[src/verilog/loadPkg.sv]
package loadPkg;

    // ~~~~~~~~~~~~~~~~~~~~~~~~~~~~~~~~~~~~~~~~~~~~~~~~~~~~~~~~~~~~~~~~~~~
    // widths and depths.
    // ~~~~~~~~~~~~~~~~~~~~~~~~~~~~~~~~~~~~~~~~~~~~~~~~~~~~~~~~~~~~~~~~~~~

    localparam int SQN_W = 7;               // sequence number, wraps.
    localparam int TAG_W = 6;               // physical destination tag.

    localparam int QUEUE_DEPTH = 4;
    localparam int QPTR_W = $clog2(QUEUE_DEPTH);

    // data memory is word wide, indexed by addr[11:2].
    localparam int MEM_WORDS = 1024;
    localparam int MEM_AW = $clog2(MEM_WORDS);

    // control registers live in the top page.
    localparam logic [7:0] CREG_PAGE = 8'hFF;

    // ~~~~~~~~~~~~~~~~~~~~~~~~~~~~~~~~~~~~~~~~~~~~~~~~~~~~~~~~~~~~~~~~~~~
    // load opcodes.
    // ~~~~~~~~~~~~~~~~~~~~~~~~~~~~~~~~~~~~~~~~~~~~~~~~~~~~~~~~~~~~~~~~~~~

    // order matters: everything from LBRR on takes srcB as the offset.
    typedef enum logic [3:0] {
        LB,
        LH,
        LW,
        LBU,
        LHU,
        LBRR,
        LHRR,
        LWRR,
        LBURR,
        LHURR,
        AMOSWAPW                            // word load, never commits.
    } loadOp_t;

endpackage
[src/verilog/agu.sv]
module agu
    import loadPkg::*;
(
    input  logic             clk,
    input  logic             rst,
    input  logic             en,
    input  logic             stall,

    input  logic             modeNoCregsRd,
    input  logic             modeRmask,
    input  logic [63:0]      rmask,

    input  logic             branchTaken,
    input  logic [SQN_W-1:0] branchSqN,

    input  logic             issueValid,
    input  loadOp_t          issueOp,
    input  logic [31:0]      srcA,
    input  logic [31:0]      srcB,
    input  logic [11:0]      imm,
    input  logic [TAG_W-1:0] tagDst,
    input  logic [SQN_W-1:0] sqN,

    output logic             aguValid,
    output logic [31:0]      aguAddr,
    output logic [1:0]       aguSize,
    output logic [1:0]       aguShamt,
    output logic             aguSignExtend,
    output logic             aguException,
    output logic             aguDoNotCommit,
    output logic [TAG_W-1:0] aguTag,
    output logic [SQN_W-1:0] aguSqN
);

    logic [31:0]      offset;
    logic [31:0]      addr;
    logic [1:0]       nextSize;
    logic [1:0]       nextShamt;
    logic             nextSign;
    logic             misaligned;
    logic             nextException;
    logic [SQN_W-1:0] issueDelta;
    logic [SQN_W-1:0] heldDelta;
    logic             capture;
    logic             squashHeld;

    assign offset = (issueOp >= LBRR) ? srcB : {{20{imm[11]}}, imm};
    assign addr = srcA + offset;

    // size 0 byte, 1 half, 2 word.
    always_comb begin
        nextSize = 2'd2;
        nextShamt = 2'd0;
        nextSign = 1'b0;
        case (issueOp)
            LB, LBRR: begin
                nextSize = 2'd0;
                nextShamt = addr[1:0];
                nextSign = 1'b1;
            end
            LBU, LBURR: begin
                nextSize = 2'd0;
                nextShamt = addr[1:0];
            end
            LH, LHRR: begin
                nextSize = 2'd1;
                nextShamt = {addr[1], 1'b0};
                nextSign = 1'b1;
            end
            LHU, LHURR: begin
                nextSize = 2'd1;
                nextShamt = {addr[1], 1'b0};
            end
            default: begin                  // LW, LWRR and AMOSWAPW.
                nextSize = 2'd2;
            end
        endcase
    end

    assign misaligned = ((nextSize == 2'd1) && addr[0]) ||
                        ((nextSize == 2'd2) && (addr[1:0] != 2'b00));

    assign nextException = (addr == 32'd0) || misaligned ||
                           ((addr[31:24] == CREG_PAGE) && modeNoCregsRd) ||
                           (modeRmask && !rmask[addr[31:26]]);

    // younger than the branch when the wrapped difference is positive.
    assign issueDelta = sqN - branchSqN;
    assign heldDelta = aguSqN - branchSqN;

    assign capture = !stall && en && issueValid &&
                     !(branchTaken && ($signed(issueDelta) > 0));
    assign squashHeld = aguValid && branchTaken && ($signed(heldDelta) > 0);

    always_ff @(posedge clk) begin
        if (rst) begin
            aguValid <= 1'b0;
        end else if (capture) begin
            aguValid <= 1'b1;
        end else if (!stall || squashHeld) begin
            aguValid <= 1'b0;               // consumed or flushed.
        end
    end

    always_ff @(posedge clk) begin
        if (capture) begin
            aguAddr <= addr;
            aguSize <= nextSize;
            aguShamt <= nextShamt;
            aguSignExtend <= nextSign;
            aguException <= nextException;
            aguDoNotCommit <= (issueOp == AMOSWAPW);
            aguTag <= tagDst;
            aguSqN <= sqN;
        end
    end

endmodule

[config.mk]
export PLATFORM = sky130hd
export DESIGN_NAME = agu
export DESIGN_NICKNAME = d
export VERILOG_FILES = /design/src/verilog/loadPkg.sv /design/src/verilog/agu.sv
export SDC_FILE = /design/constraint.sdc
export NUM_CORES = 1
export LEC_CHECK = 0
export ABC_AREA = 1
export BUFFER_PORTS_ARGS = -buffer_cell sky130_fd_sc_hd__buf_2
export CAP_MARGIN = 0
export CORE_MARGIN = 2
export CORE_UTILIZATION = 38
export DETAILED_ROUTE_END_ITERATION = 10
export PLACE_DENSITY = 0.66
export REMOVE_ABC_BUFFERS = 1
export SYNTH_ARGS = -nofsm -noshare
export SYNTH_HDL_FRONTEND = slang
export SYNTH_SLANG_ARGS = --single-unit
[constraint.sdc]
create_clock -name clk -period 7.2 [get_ports clk]
set_clock_uncertainty 0.2 [all_clocks]
set_input_delay 0.72 -clock clk [delete_from_list [all_inputs] [get_ports clk]]
set_output_delay 0.72 -clock clk [all_outputs]
set_load 0.005 [all_outputs]
==> metrics.txt <==
maximum VDD drop=0.1520 mV; Final Cycle Share=0.6684; f_max=207.8 MHz; first-pass GRT wire length=25120 µm; vias=5780; CP most frequent cell=nand2_1; register area share after synthesis=0.2869; core area=14370 µm²; row count=44; Resized cells post-CTS=0; initial antenna violation count=0; root buf cell=clkbuf_16; drt pass-1 iters=5; setup TNS=0 ns; clk_lat worst skew=0.28 ns; Sinks on Clock Net=53; CTS max path bufs=2; crit path max-delay cell type=nand2_1; crit start category=input pin; Yosys cell types=44; antenna fix cells=0; worst hold path type=reg2reg; Critical Path AT=4.65 ns; hold_buf cts=0; vias in the first global route=5468; PD cells=180.0 nW/µm²; IO Port Bufs=224; Post-DRT Antenna Nets=0; Layout Nets=1223; Syn. warnings=0; CP endpoint kind=register; Reg clk slew, reported paths=0.07 ns; die outline height=124.4 µm; Syn Inst Count=784; die width=124.4 µm; final RePlAce weighted congestion=0.9164; GRT Total Usage=0.1914; DR vias/cell=4.869; DR DRC count=0; status=finished, final reports clean; effective utilization at floorplan=0.3836; largest net degree at the start of global routing=37; max incr delay on CP=0.42 ns; Layout Cells excl Fill=1187; critical path class=in2reg; final setup vio count=0; dpl cell area=6783 µm²; most frequent cells in the layout=251 x nand2_1, 224 x buf_2, 101 x inv_1, 73 x nand3_1, 56 x nor2_1; Final Max Tran Viols=0; dpl hpwl=12980 µm; Area growth, synth to finish=26.13%; Worst Tran Pin Value=0.5973 ns; Overflow after GRT=0; final wirelength=15290 µm; fraction of layout cells with a size suffix above 1=0.2682; Cell Area, Synth=5512 µm²; die area=15480 µm²; IO Pins=225; Slew headroom=0.6008; Mean Syn Cell Area=7.030 µm²; TritonCTS buffer count=5; final number of hold-violating endpoints=0; Yosys reg bits=53; Crit path required time=7.04 ns; Max-Cap Viols=0; design area=6952 µm²; commonest non-fill, non-tap cell in the layout=nand2_1; Post-CTS Setup Repair Bufs=0; RSZ-0062 raised after global routing=false; Routed WL per cell=12.88 µm; CTS H-tree depth=2; DRT iter0 DRCs=343; P_leak=3.648 nW; Post-Place Cells=1179; Crit Path Max Fanout=34; post-layout min period=4.812 ns; CTS tree=yes
## per-stage QoR
stage	utilization	total power, mW	hold WS (ns)	setup WS, ns
after global placement	0.4720	0.9849	0.2657	2.218
after detailed placement	0.4720	0.9882	0.2651	2.092
final	0.4838	1.251	0.2911	2.388
after floorplan	-	0.8068	0.2667	0.6341
after CTS	0.4838	1.262	0.2741	2.386
after global routing	0.4838	1.359	0.2984	1.756
## cells by family (layout without fill, tap and decap cells)
family	count (synthesis)	count (layout)	synth area share
compound gates	103	103	0.1060
flops	53	53	0.2869
mux	10	10	0.02043
xor+xnor	33	33	0.05244
simple gates	417	417	0.3287
buf+inv	119	338	0.09012
fa+ha+maj	49	49	0.1153
## layer usage
layer	up-vias	global-route usage	part of all wire	wire length (µm)
li1	3013	-	-	-
met4	0	0.04098	0.014	209
met2	177	0.3311	0.48	7279
met5	-	0	0	0
met3	14	0.01761	0.045	681
met1	2576	0.2604	0.47	7122
## critical path: cells and delay by family
kind | cells | cell delay, ns
and+or+nand+nor | 21 | 2.40
buffers and inverters | 4 | 0.60
AOI/OAI and AO/OA | 3 | 0.51
adders and majority gates | 1 | 0.36
## worst paths after layout
path	startpoint	to	slack, ns	cells past startpoint
worst max-delay path	issueOp[1]	aguException	2.39	29
worst min-delay path	aguValid	aguValid	0.29	2
worst max register to register	aguSqN[0]	aguValid	4.81	12
worst min register to register	aguValid	aguValid	0.29	2
## synth_stat cells, drive strengths merged
| library cell | count | area, µm² |
|---|---|---|
| o21ai | 39 | 198.9 |
| xor2 | 20 | 175.2 |
| o22ai | 1 | 6.260 |
| clkbuf | 5 | 18.77 |
| dfxtp | 1 | 20.02 |
| and3b | 1 | 8.760 |
| buf | 10 | 87.58 |
| xnor2 | 13 | 113.9 |
| nor2 | 59 | 234.0 |
| a21o | 5 | 37.54 |
| nor4 | 3 | 18.77 |
| a211oi | 1 | 7.510 |
| ha | 46 | 575.6 |
| fa | 3 | 60.06 |
| o21a | 2 | 15.01 |
| inv | 104 | 390.4 |
| nor3b | 2 | 15.01 |
| o21bai | 6 | 45.04 |
| edfxtp | 52 | 1562 |
| a21boi | 1 | 7.510 |
| o2111ai | 1 | 8.760 |
| a21oi | 39 | 202.7 |
| o211ai | 2 | 15.01 |
| a221oi | 1 | 8.760 |
| nand2 | 261 | 1035 |
| a31oi | 5 | 31.28 |
| mux2 | 10 | 112.6 |
| nand3 | 78 | 422.9 |
| nor3 | 5 | 25.02 |
| nand4 | 6 | 37.54 |
| nand3b | 2 | 15.01 |
## sequential cells by signal, indices dropped and copies added, names as in the netlist
| register | count |
|---|---|
| aguSignExtend | 1 |
| aguSqN | 7 |
| aguSize | 2 |
| aguDoNotCommit | 1 |
| aguException | 1 |
| aguAddr | 32 |
| aguValid | 1 |
| aguShamt | 2 |
| aguTag | 6 |
## where the power goes
part           internal, mW  switching, mW
Combinational         0.225          0.374
Sequential            0.376        0.00559
Clock                 0.165          0.106
Total                 0.766          0.485
## final cells by class
type / count / area (µm²)
clock buffer: 5 / 125.1
tap: 184 / 230.2
multi-input combinational: 612 / 3445
timing repair buffer: 226 / 1136
sequential: 53 / 1582
clock inverter: 3 / 43.79
inverter: 104 / 390.4
fill: 1526 / 7417
Power figures use the tool's default switching activity.
