===== src/verilog/loadPkg.sv =====
package loadPkg;

    // ~~~~~~~~~~~~~~~~~~~~~~~~~~~~~~~~~~~~~~~~~~~~~~~~~~~~~~~~~~~~~~~~~~~
    // widths and depths.
    // ~~~~~~~~~~~~~~~~~~~~~~~~~~~~~~~~~~~~~~~~~~~~~~~~~~~~~~~~~~~~~~~~~~~

    localparam int SQN_W = 7;               // sequence number, wraps.
    localparam int TAG_W = 6;               // physical destination tag.

    localparam int QUEUE_DEPTH = 4;
    localparam int QPTR_W = $clog2(QUEUE_DEPTH);

    // data memory is word wide, indexed by addr[11:2].
    localparam int MEM_WORDS = 1024;
    localparam int MEM_AW = $clog2(MEM_WORDS);

    // control registers live in the top page.
    localparam logic [7:0] CREG_PAGE = 8'hFF;

    // ~~~~~~~~~~~~~~~~~~~~~~~~~~~~~~~~~~~~~~~~~~~~~~~~~~~~~~~~~~~~~~~~~~~
    // load opcodes.
    // ~~~~~~~~~~~~~~~~~~~~~~~~~~~~~~~~~~~~~~~~~~~~~~~~~~~~~~~~~~~~~~~~~~~

    // order matters: everything from LBRR on takes srcB as the offset.
    typedef enum logic [3:0] {
        LB,
        LH,
        LW,
        LBU,
        LHU,
        LBRR,
        LHRR,
        LWRR,
        LBURR,
        LHURR,
        AMOSWAPW                            // word load, never commits.
    } loadOp_t;

endpackage

===== src/verilog/loadQueue.sv =====
module loadQueue
    import loadPkg::*;
(
    input  logic             clk,
    input  logic             rst,

    input  logic             pushValid,
    input  logic [31:0]      pushAddr,
    input  logic [1:0]       pushSize,
    input  logic [1:0]       pushShamt,
    input  logic             pushSignExtend,
    input  logic             pushException,
    input  logic             pushDoNotCommit,
    input  logic [TAG_W-1:0] pushTag,
    input  logic [SQN_W-1:0] pushSqN,
    output logic             full,

    input  logic             branchTaken,
    input  logic [SQN_W-1:0] branchSqN,

    input  logic             pop,
    output logic             qValid,
    output logic [31:0]      qAddr,
    output logic [1:0]       qSize,
    output logic [1:0]       qShamt,
    output logic             qSignExtend,
    output logic             qException,
    output logic             qDoNotCommit,
    output logic [TAG_W-1:0] qTag,
    output logic [SQN_W-1:0] qSqN
);

    logic                   entValid [QUEUE_DEPTH];
    logic [31:0]            entAddr [QUEUE_DEPTH];
    logic [1:0]             entSize [QUEUE_DEPTH];
    logic [1:0]             entShamt [QUEUE_DEPTH];
    logic                   entSign [QUEUE_DEPTH];
    logic                   entExc [QUEUE_DEPTH];
    logic                   entDnc [QUEUE_DEPTH];
    logic [TAG_W-1:0]       entTag [QUEUE_DEPTH];
    logic [SQN_W-1:0]       entSqN [QUEUE_DEPTH];
    logic [QUEUE_DEPTH-1:0] entSquash;

    logic [QPTR_W-1:0]      rdPtr;
    logic [QPTR_W-1:0]      wrPtr;
    logic [QPTR_W:0]        count;
    logic                   empty;
    logic                   doPush;
    logic                   doRetire;
    logic [SQN_W-1:0]       pushDelta;
    logic                   pushSquash;

    assign empty = (count == '0);
    assign full = (count == (QPTR_W+1)'(QUEUE_DEPTH));
    assign doPush = pushValid && !full;

    // dead heads drain on their own, one per cycle.
    assign qValid = !empty && entValid[rdPtr];
    assign doRetire = !empty && (pop || !entValid[rdPtr]);

    assign pushDelta = pushSqN - branchSqN;
    assign pushSquash = branchTaken && ($signed(pushDelta) > 0);

    always_comb begin
        for (int i = 0; i < QUEUE_DEPTH; i++) begin
            entSquash[i] = branchTaken && ($signed(entSqN[i] - branchSqN) > 0);
        end
    end

    always_ff @(posedge clk) begin
        if (rst) begin
            rdPtr <= '0;
            wrPtr <= '0;
            count <= '0;
            for (int i = 0; i < QUEUE_DEPTH; i++) entValid[i] <= 1'b0;
        end else begin
            for (int i = 0; i < QUEUE_DEPTH; i++) begin
                if (entSquash[i]) entValid[i] <= 1'b0;
            end
            if (doPush) begin
                entValid[wrPtr] <= !pushSquash;     // push wins over the sweep.
                wrPtr <= wrPtr + QPTR_W'(1);
            end
            if (doRetire) rdPtr <= rdPtr + QPTR_W'(1);
            count <= count + (QPTR_W+1)'(doPush) - (QPTR_W+1)'(doRetire);
        end
    end

    always_ff @(posedge clk) begin
        if (doPush) begin
            entAddr[wrPtr] <= pushAddr;
            entSize[wrPtr] <= pushSize;
            entShamt[wrPtr] <= pushShamt;
            entSign[wrPtr] <= pushSignExtend;
            entExc[wrPtr] <= pushException;
            entDnc[wrPtr] <= pushDoNotCommit;
            entTag[wrPtr] <= pushTag;
            entSqN[wrPtr] <= pushSqN;
        end
    end

    assign qAddr = entAddr[rdPtr];
    assign qSize = entSize[rdPtr];
    assign qShamt = entShamt[rdPtr];
    assign qSignExtend = entSign[rdPtr];
    assign qException = entExc[rdPtr];
    assign qDoNotCommit = entDnc[rdPtr];
    assign qTag = entTag[rdPtr];
    assign qSqN = entSqN[rdPtr];

endmodule


===== config.mk =====
export PLATFORM = sky130hd
export DESIGN_NAME = loadQueue
export DESIGN_NICKNAME = d
export VERILOG_FILES = /design/src/verilog/loadPkg.sv /design/src/verilog/loadQueue.sv
export SDC_FILE = /design/constraint.sdc
export NUM_CORES = 1
export LEC_CHECK = 0
export ABC_AREA = 1
export BUFFER_PORTS_ARGS = -buffer_cell sky130_fd_sc_hd__buf_2
export CORE_ASPECT_RATIO = 1.25
export CORE_MARGIN = 1
export CORE_UTILIZATION = 63
export DETAILED_ROUTE_END_ITERATION = 10
export HOLD_SLACK_MARGIN = 0.12
export PLACE_DENSITY_LB_ADDON = 0.2
export RECOVER_POWER = 50
export SYNTH_ARGS = -nofsm -noshare
export SYNTH_HDL_FRONTEND = slang
export SYNTH_SLANG_ARGS = --single-unit

===== constraint.sdc =====
create_clock -name clk -period 9.8 [get_ports clk]
set_input_delay 0.49 -clock clk [delete_from_list [all_inputs] [get_ports clk]]
set_output_delay 0.49 -clock clk [all_outputs]
set_load 0.02 [all_outputs]

==> summary.md <==
| Metric | Value |
|---|---|
| Peak supply drop | `0.2146 mV` |
| Sort of element at the end of the critical path | `flip-flop` |
| Via count | `6,757` |
| Violation count after the first detailed-route iteration | `405` |
| Relative slew slack | `-123.7%` |
| Post-Synthesis Cell Area | `9813 sq um` |
| Clock Sinks | `221` |
| Filler Cell Count | `1,028` |
| Clk Tree Root Cell | `sky130_fd_sc_hd__clkbuf_16` |
| Highest achievable clock rate | `246.0 MHz` |
| Design Area, Final | `11,200 sq um` |
| Post-route DRC | `0` |
| Synthesized area per cell | `11.56 sq um` |
| Final max-slew violation count | `81` |
| I/O pin count | `118` |
| Drt via density | `5.693` |
| Critical path required time | `9.82 ns` |
| Maximum number of pins on one net before global-route repair | `107` |
| TritonCTS clock tree | `built` |
| Type of origin of the critical path | `flip-flop` |
| ANT cells | `0` |
| Number of global-route vias before repair | `6,663` |
| Final clock period utilization by the worst path | `41.47%` |
| Synth warn | `0` |
| Gp weighted congestion | `0.8098` |
| Count of buffers inserted at the top-level ports | `117` |
| Share of the yosys chip area belonging to registers | `66.71%` |
| Total leakage power | `4.260 nW` |
| Post-synthesis sequential element count | `221` |
| Later-pin clock latency in the skew report | `0.49 ns` |
| Clock buffers created by TritonCTS | `22` |
| Antenna violations before repair | `0` |
| Min Clock Period, post-route | `4.064 ns` |
| Critical Setup Path Class | `flip-flop to flip-flop` |
| Number of setup violations in the final report | `0` |
| Violated checks | `max-capacitance violations, max-slew violations` |
| Final-stage net count | `1,070` |
| Area enclosed by the die boundary | `16,080 sq um` |
| Post CTS Setup Buffer Count | `0` |
| Most used cells in the layout excluding fill and tap cells | `212 x sky130_fd_sc_hd__edfxtp_1, 127 x sky130_fd_sc_hd__nor2_1, 113 x sky130_fd_sc_hd__o21ai_0, 83 x sky130_fd_sc_hd__nand2_1, 71 x sky130_fd_sc_hd__inv_1` |
| Row count | `50` |
| CTS hold repair buffers | `0` |
| Slew at the pin with the worst max-slew slack | `3.356 ns` |
| RSZ-0062 raised after global routing | `false` |
| Total routing usage reported by global routing | `25.44%` |
| First-pass GRT wire length | `31.60 mm` |
| Number of cells upsized or downsized after cts | `0` |
| PD cells | `271.5 nW/um^2` |
| Fraction of final layout cells with drive strength greater than 1 | `11.13%` |
| Chip width | `113.6 um` |
| Clk_skew | `0.009058 ns` |
| Clock-pin slew on the worst setup and hold paths | `0.06 ns` |
| Final routed wire length divided by cell count | `16.99 um` |
| MaxCap Viol Count | `2` |
| Most common cell after layout, fill and taps aside | `sky130_fd_sc_hd__edfxtp_1` |
| First-pass DRT Iterations | `5` |
| Total Routed Length | `20.16 mm` |
| Core Box Area | `15,080 sq um` |
| Gate count after technology mapping | `849` |
| Area Overhead vs Synth | `14.11%` |
| Placement Cell Area | `10,610 sq um` |
| Syn_nets | `955` |
| HPWL reported at the end of detailed placement | `12.11 mm` |
| Starting density of the core | `65.09%` |
| Global route total overflow | `0` |
| Maximum fanout along the worst path | `52` |
| Yosys cell types | `26` |
| Number of nets with antenna violations after routing | `0` |
| Arrival time of data at the critical path endpoint | `4.09 ns` |
| H-tree depth reported by CTS | `1` |
| Outcome | `complete, but fails checks` |
| Final number of hold-violating endpoints | `0` |
| Longest Clk Path Bufs | `3` |
| Tightest Hold Check Type | `input port to flip-flop` |
| Aggregate negative setup slack | `0 ns` |
| Height of the die | `141.5 um` |
-- synthesized netlist by cell type, drive strengths merged --
library cell / instances / share of area, %
inv: 73 / 2.8
a21oi: 30 / 1.6
dfxtp: 9 / 1.8
edfxtp: 212 / 65
buf: 9 / 0.48
fa: 6 / 1.2
nand3: 36 / 1.8
ha: 36 / 4.6
clkbuf: 25 / 0.96
o22ai: 51 / 3.3
xor2: 8 / 0.71
nand2: 84 / 3.2
nand4: 11 / 0.70
o21ai: 114 / 5.8
a21o: 3 / 0.23
xnor2: 6 / 0.54
nor2: 131 / 5.0
or2: 4 / 0.26
a31oi: 1 / 0.064
-- routing by layer --
layer  part of all wire [%]  global-route usage [%]
met4                    2.0                   9.695
met3                    6.5                   3.588
met1                     39                   31.24
met5                      0                       0
met2                     52                   45.54
-- power breakdown --
group	switching, mW	internal, mW
registers	0.0929	1.16
logic	0.702	0.315
clock network	0.323	0.452
total	1.12	1.92
-- sequential cells by signal, indices dropped and copies added, names as in the netlist, named ones only --
| name | flops |
|---|---|
| entAddr | 128 |
| entSqN | 28 |
| entTag | 24 |
| entShamt | 8 |
| entSize | 8 |
| entDnc | 4 |
| entExc | 4 |
| entSign | 4 |
| entValid | 4 |
| count | 3 |
| rdPtr | 2 |
| wrPtr | 2 |
-- critical path, stage by stage (launching register included) --
cell	delay, ns
sky130_fd_sc_hd__dfxtp_1	0.39
sky130_fd_sc_hd__inv_1	0.10
sky130_fd_sc_hd__nand2_1	0.11
sky130_fd_sc_hd__o21ai_0	0.08
sky130_fd_sc_hd__clkbuf_1	0.34
sky130_fd_sc_hd__nor2_4	0.16
sky130_fd_sc_hd__clkbuf_1	2.36
-- per-stage QoR --
step                instances  util (%)  hold slack [ns]  setup WS [ns]  power (mW)
floorplan                 849         -           0.4677          6.326       1.934
global placement         1148     70.38           0.4900          6.508       2.263
detailed placement       1148     70.38           0.5031          6.418       2.285
CTS                      1187     74.81           0.1946          6.030       3.062
global route             1187     74.27           0.2194          5.407       3.195
finish                   1187     74.27           0.2225          5.736       3.040
-- final timing paths --
path / start / endpoint / slack (ns) / cells past startpoint
hold / removal: rst / count[1]$_SDFF_PP0_ / 0.22 / 2
hold reg to reg: rdPtr[1]$_SDFFE_PP0P_ / flip-flop / 0.52 / 2
setup reg to reg: count[1]$_SDFF_PP0_ / entAddr[3][17]$_DFFE_PP_ / 5.74 / 6
setup / recovery: count[1]$_SDFF_PP0_ / entAddr[3][17]$_DFFE_PP_ / 5.74 / 6
-- final cells by class --
cell class | count | area, sq um | share of cell area, %
inverters | 73 | 274.0 | 2.447
clock inverters | 12 | 77.57 | 0.6927
well taps | 208 | 260.3 | 2.324
clock buffers | 27 | 590.6 | 5.274
flip-flops and latches | 221 | 6550 | 58.49
repair buffers | 125 | 571.8 | 5.106
multi-input cells | 521 | 2874 | 25.66
-- cell families after synthesis --
group,after synthesis,synth area share (%)
compound gates,199,10.93
xor+xnor,14,1.250
flops,221,66.71
simple gates,266,11.07
buf+inv,107,4.233
fa+ha+maj,42,5.814
No activity file was read; power rests on OpenSTA's default activity.
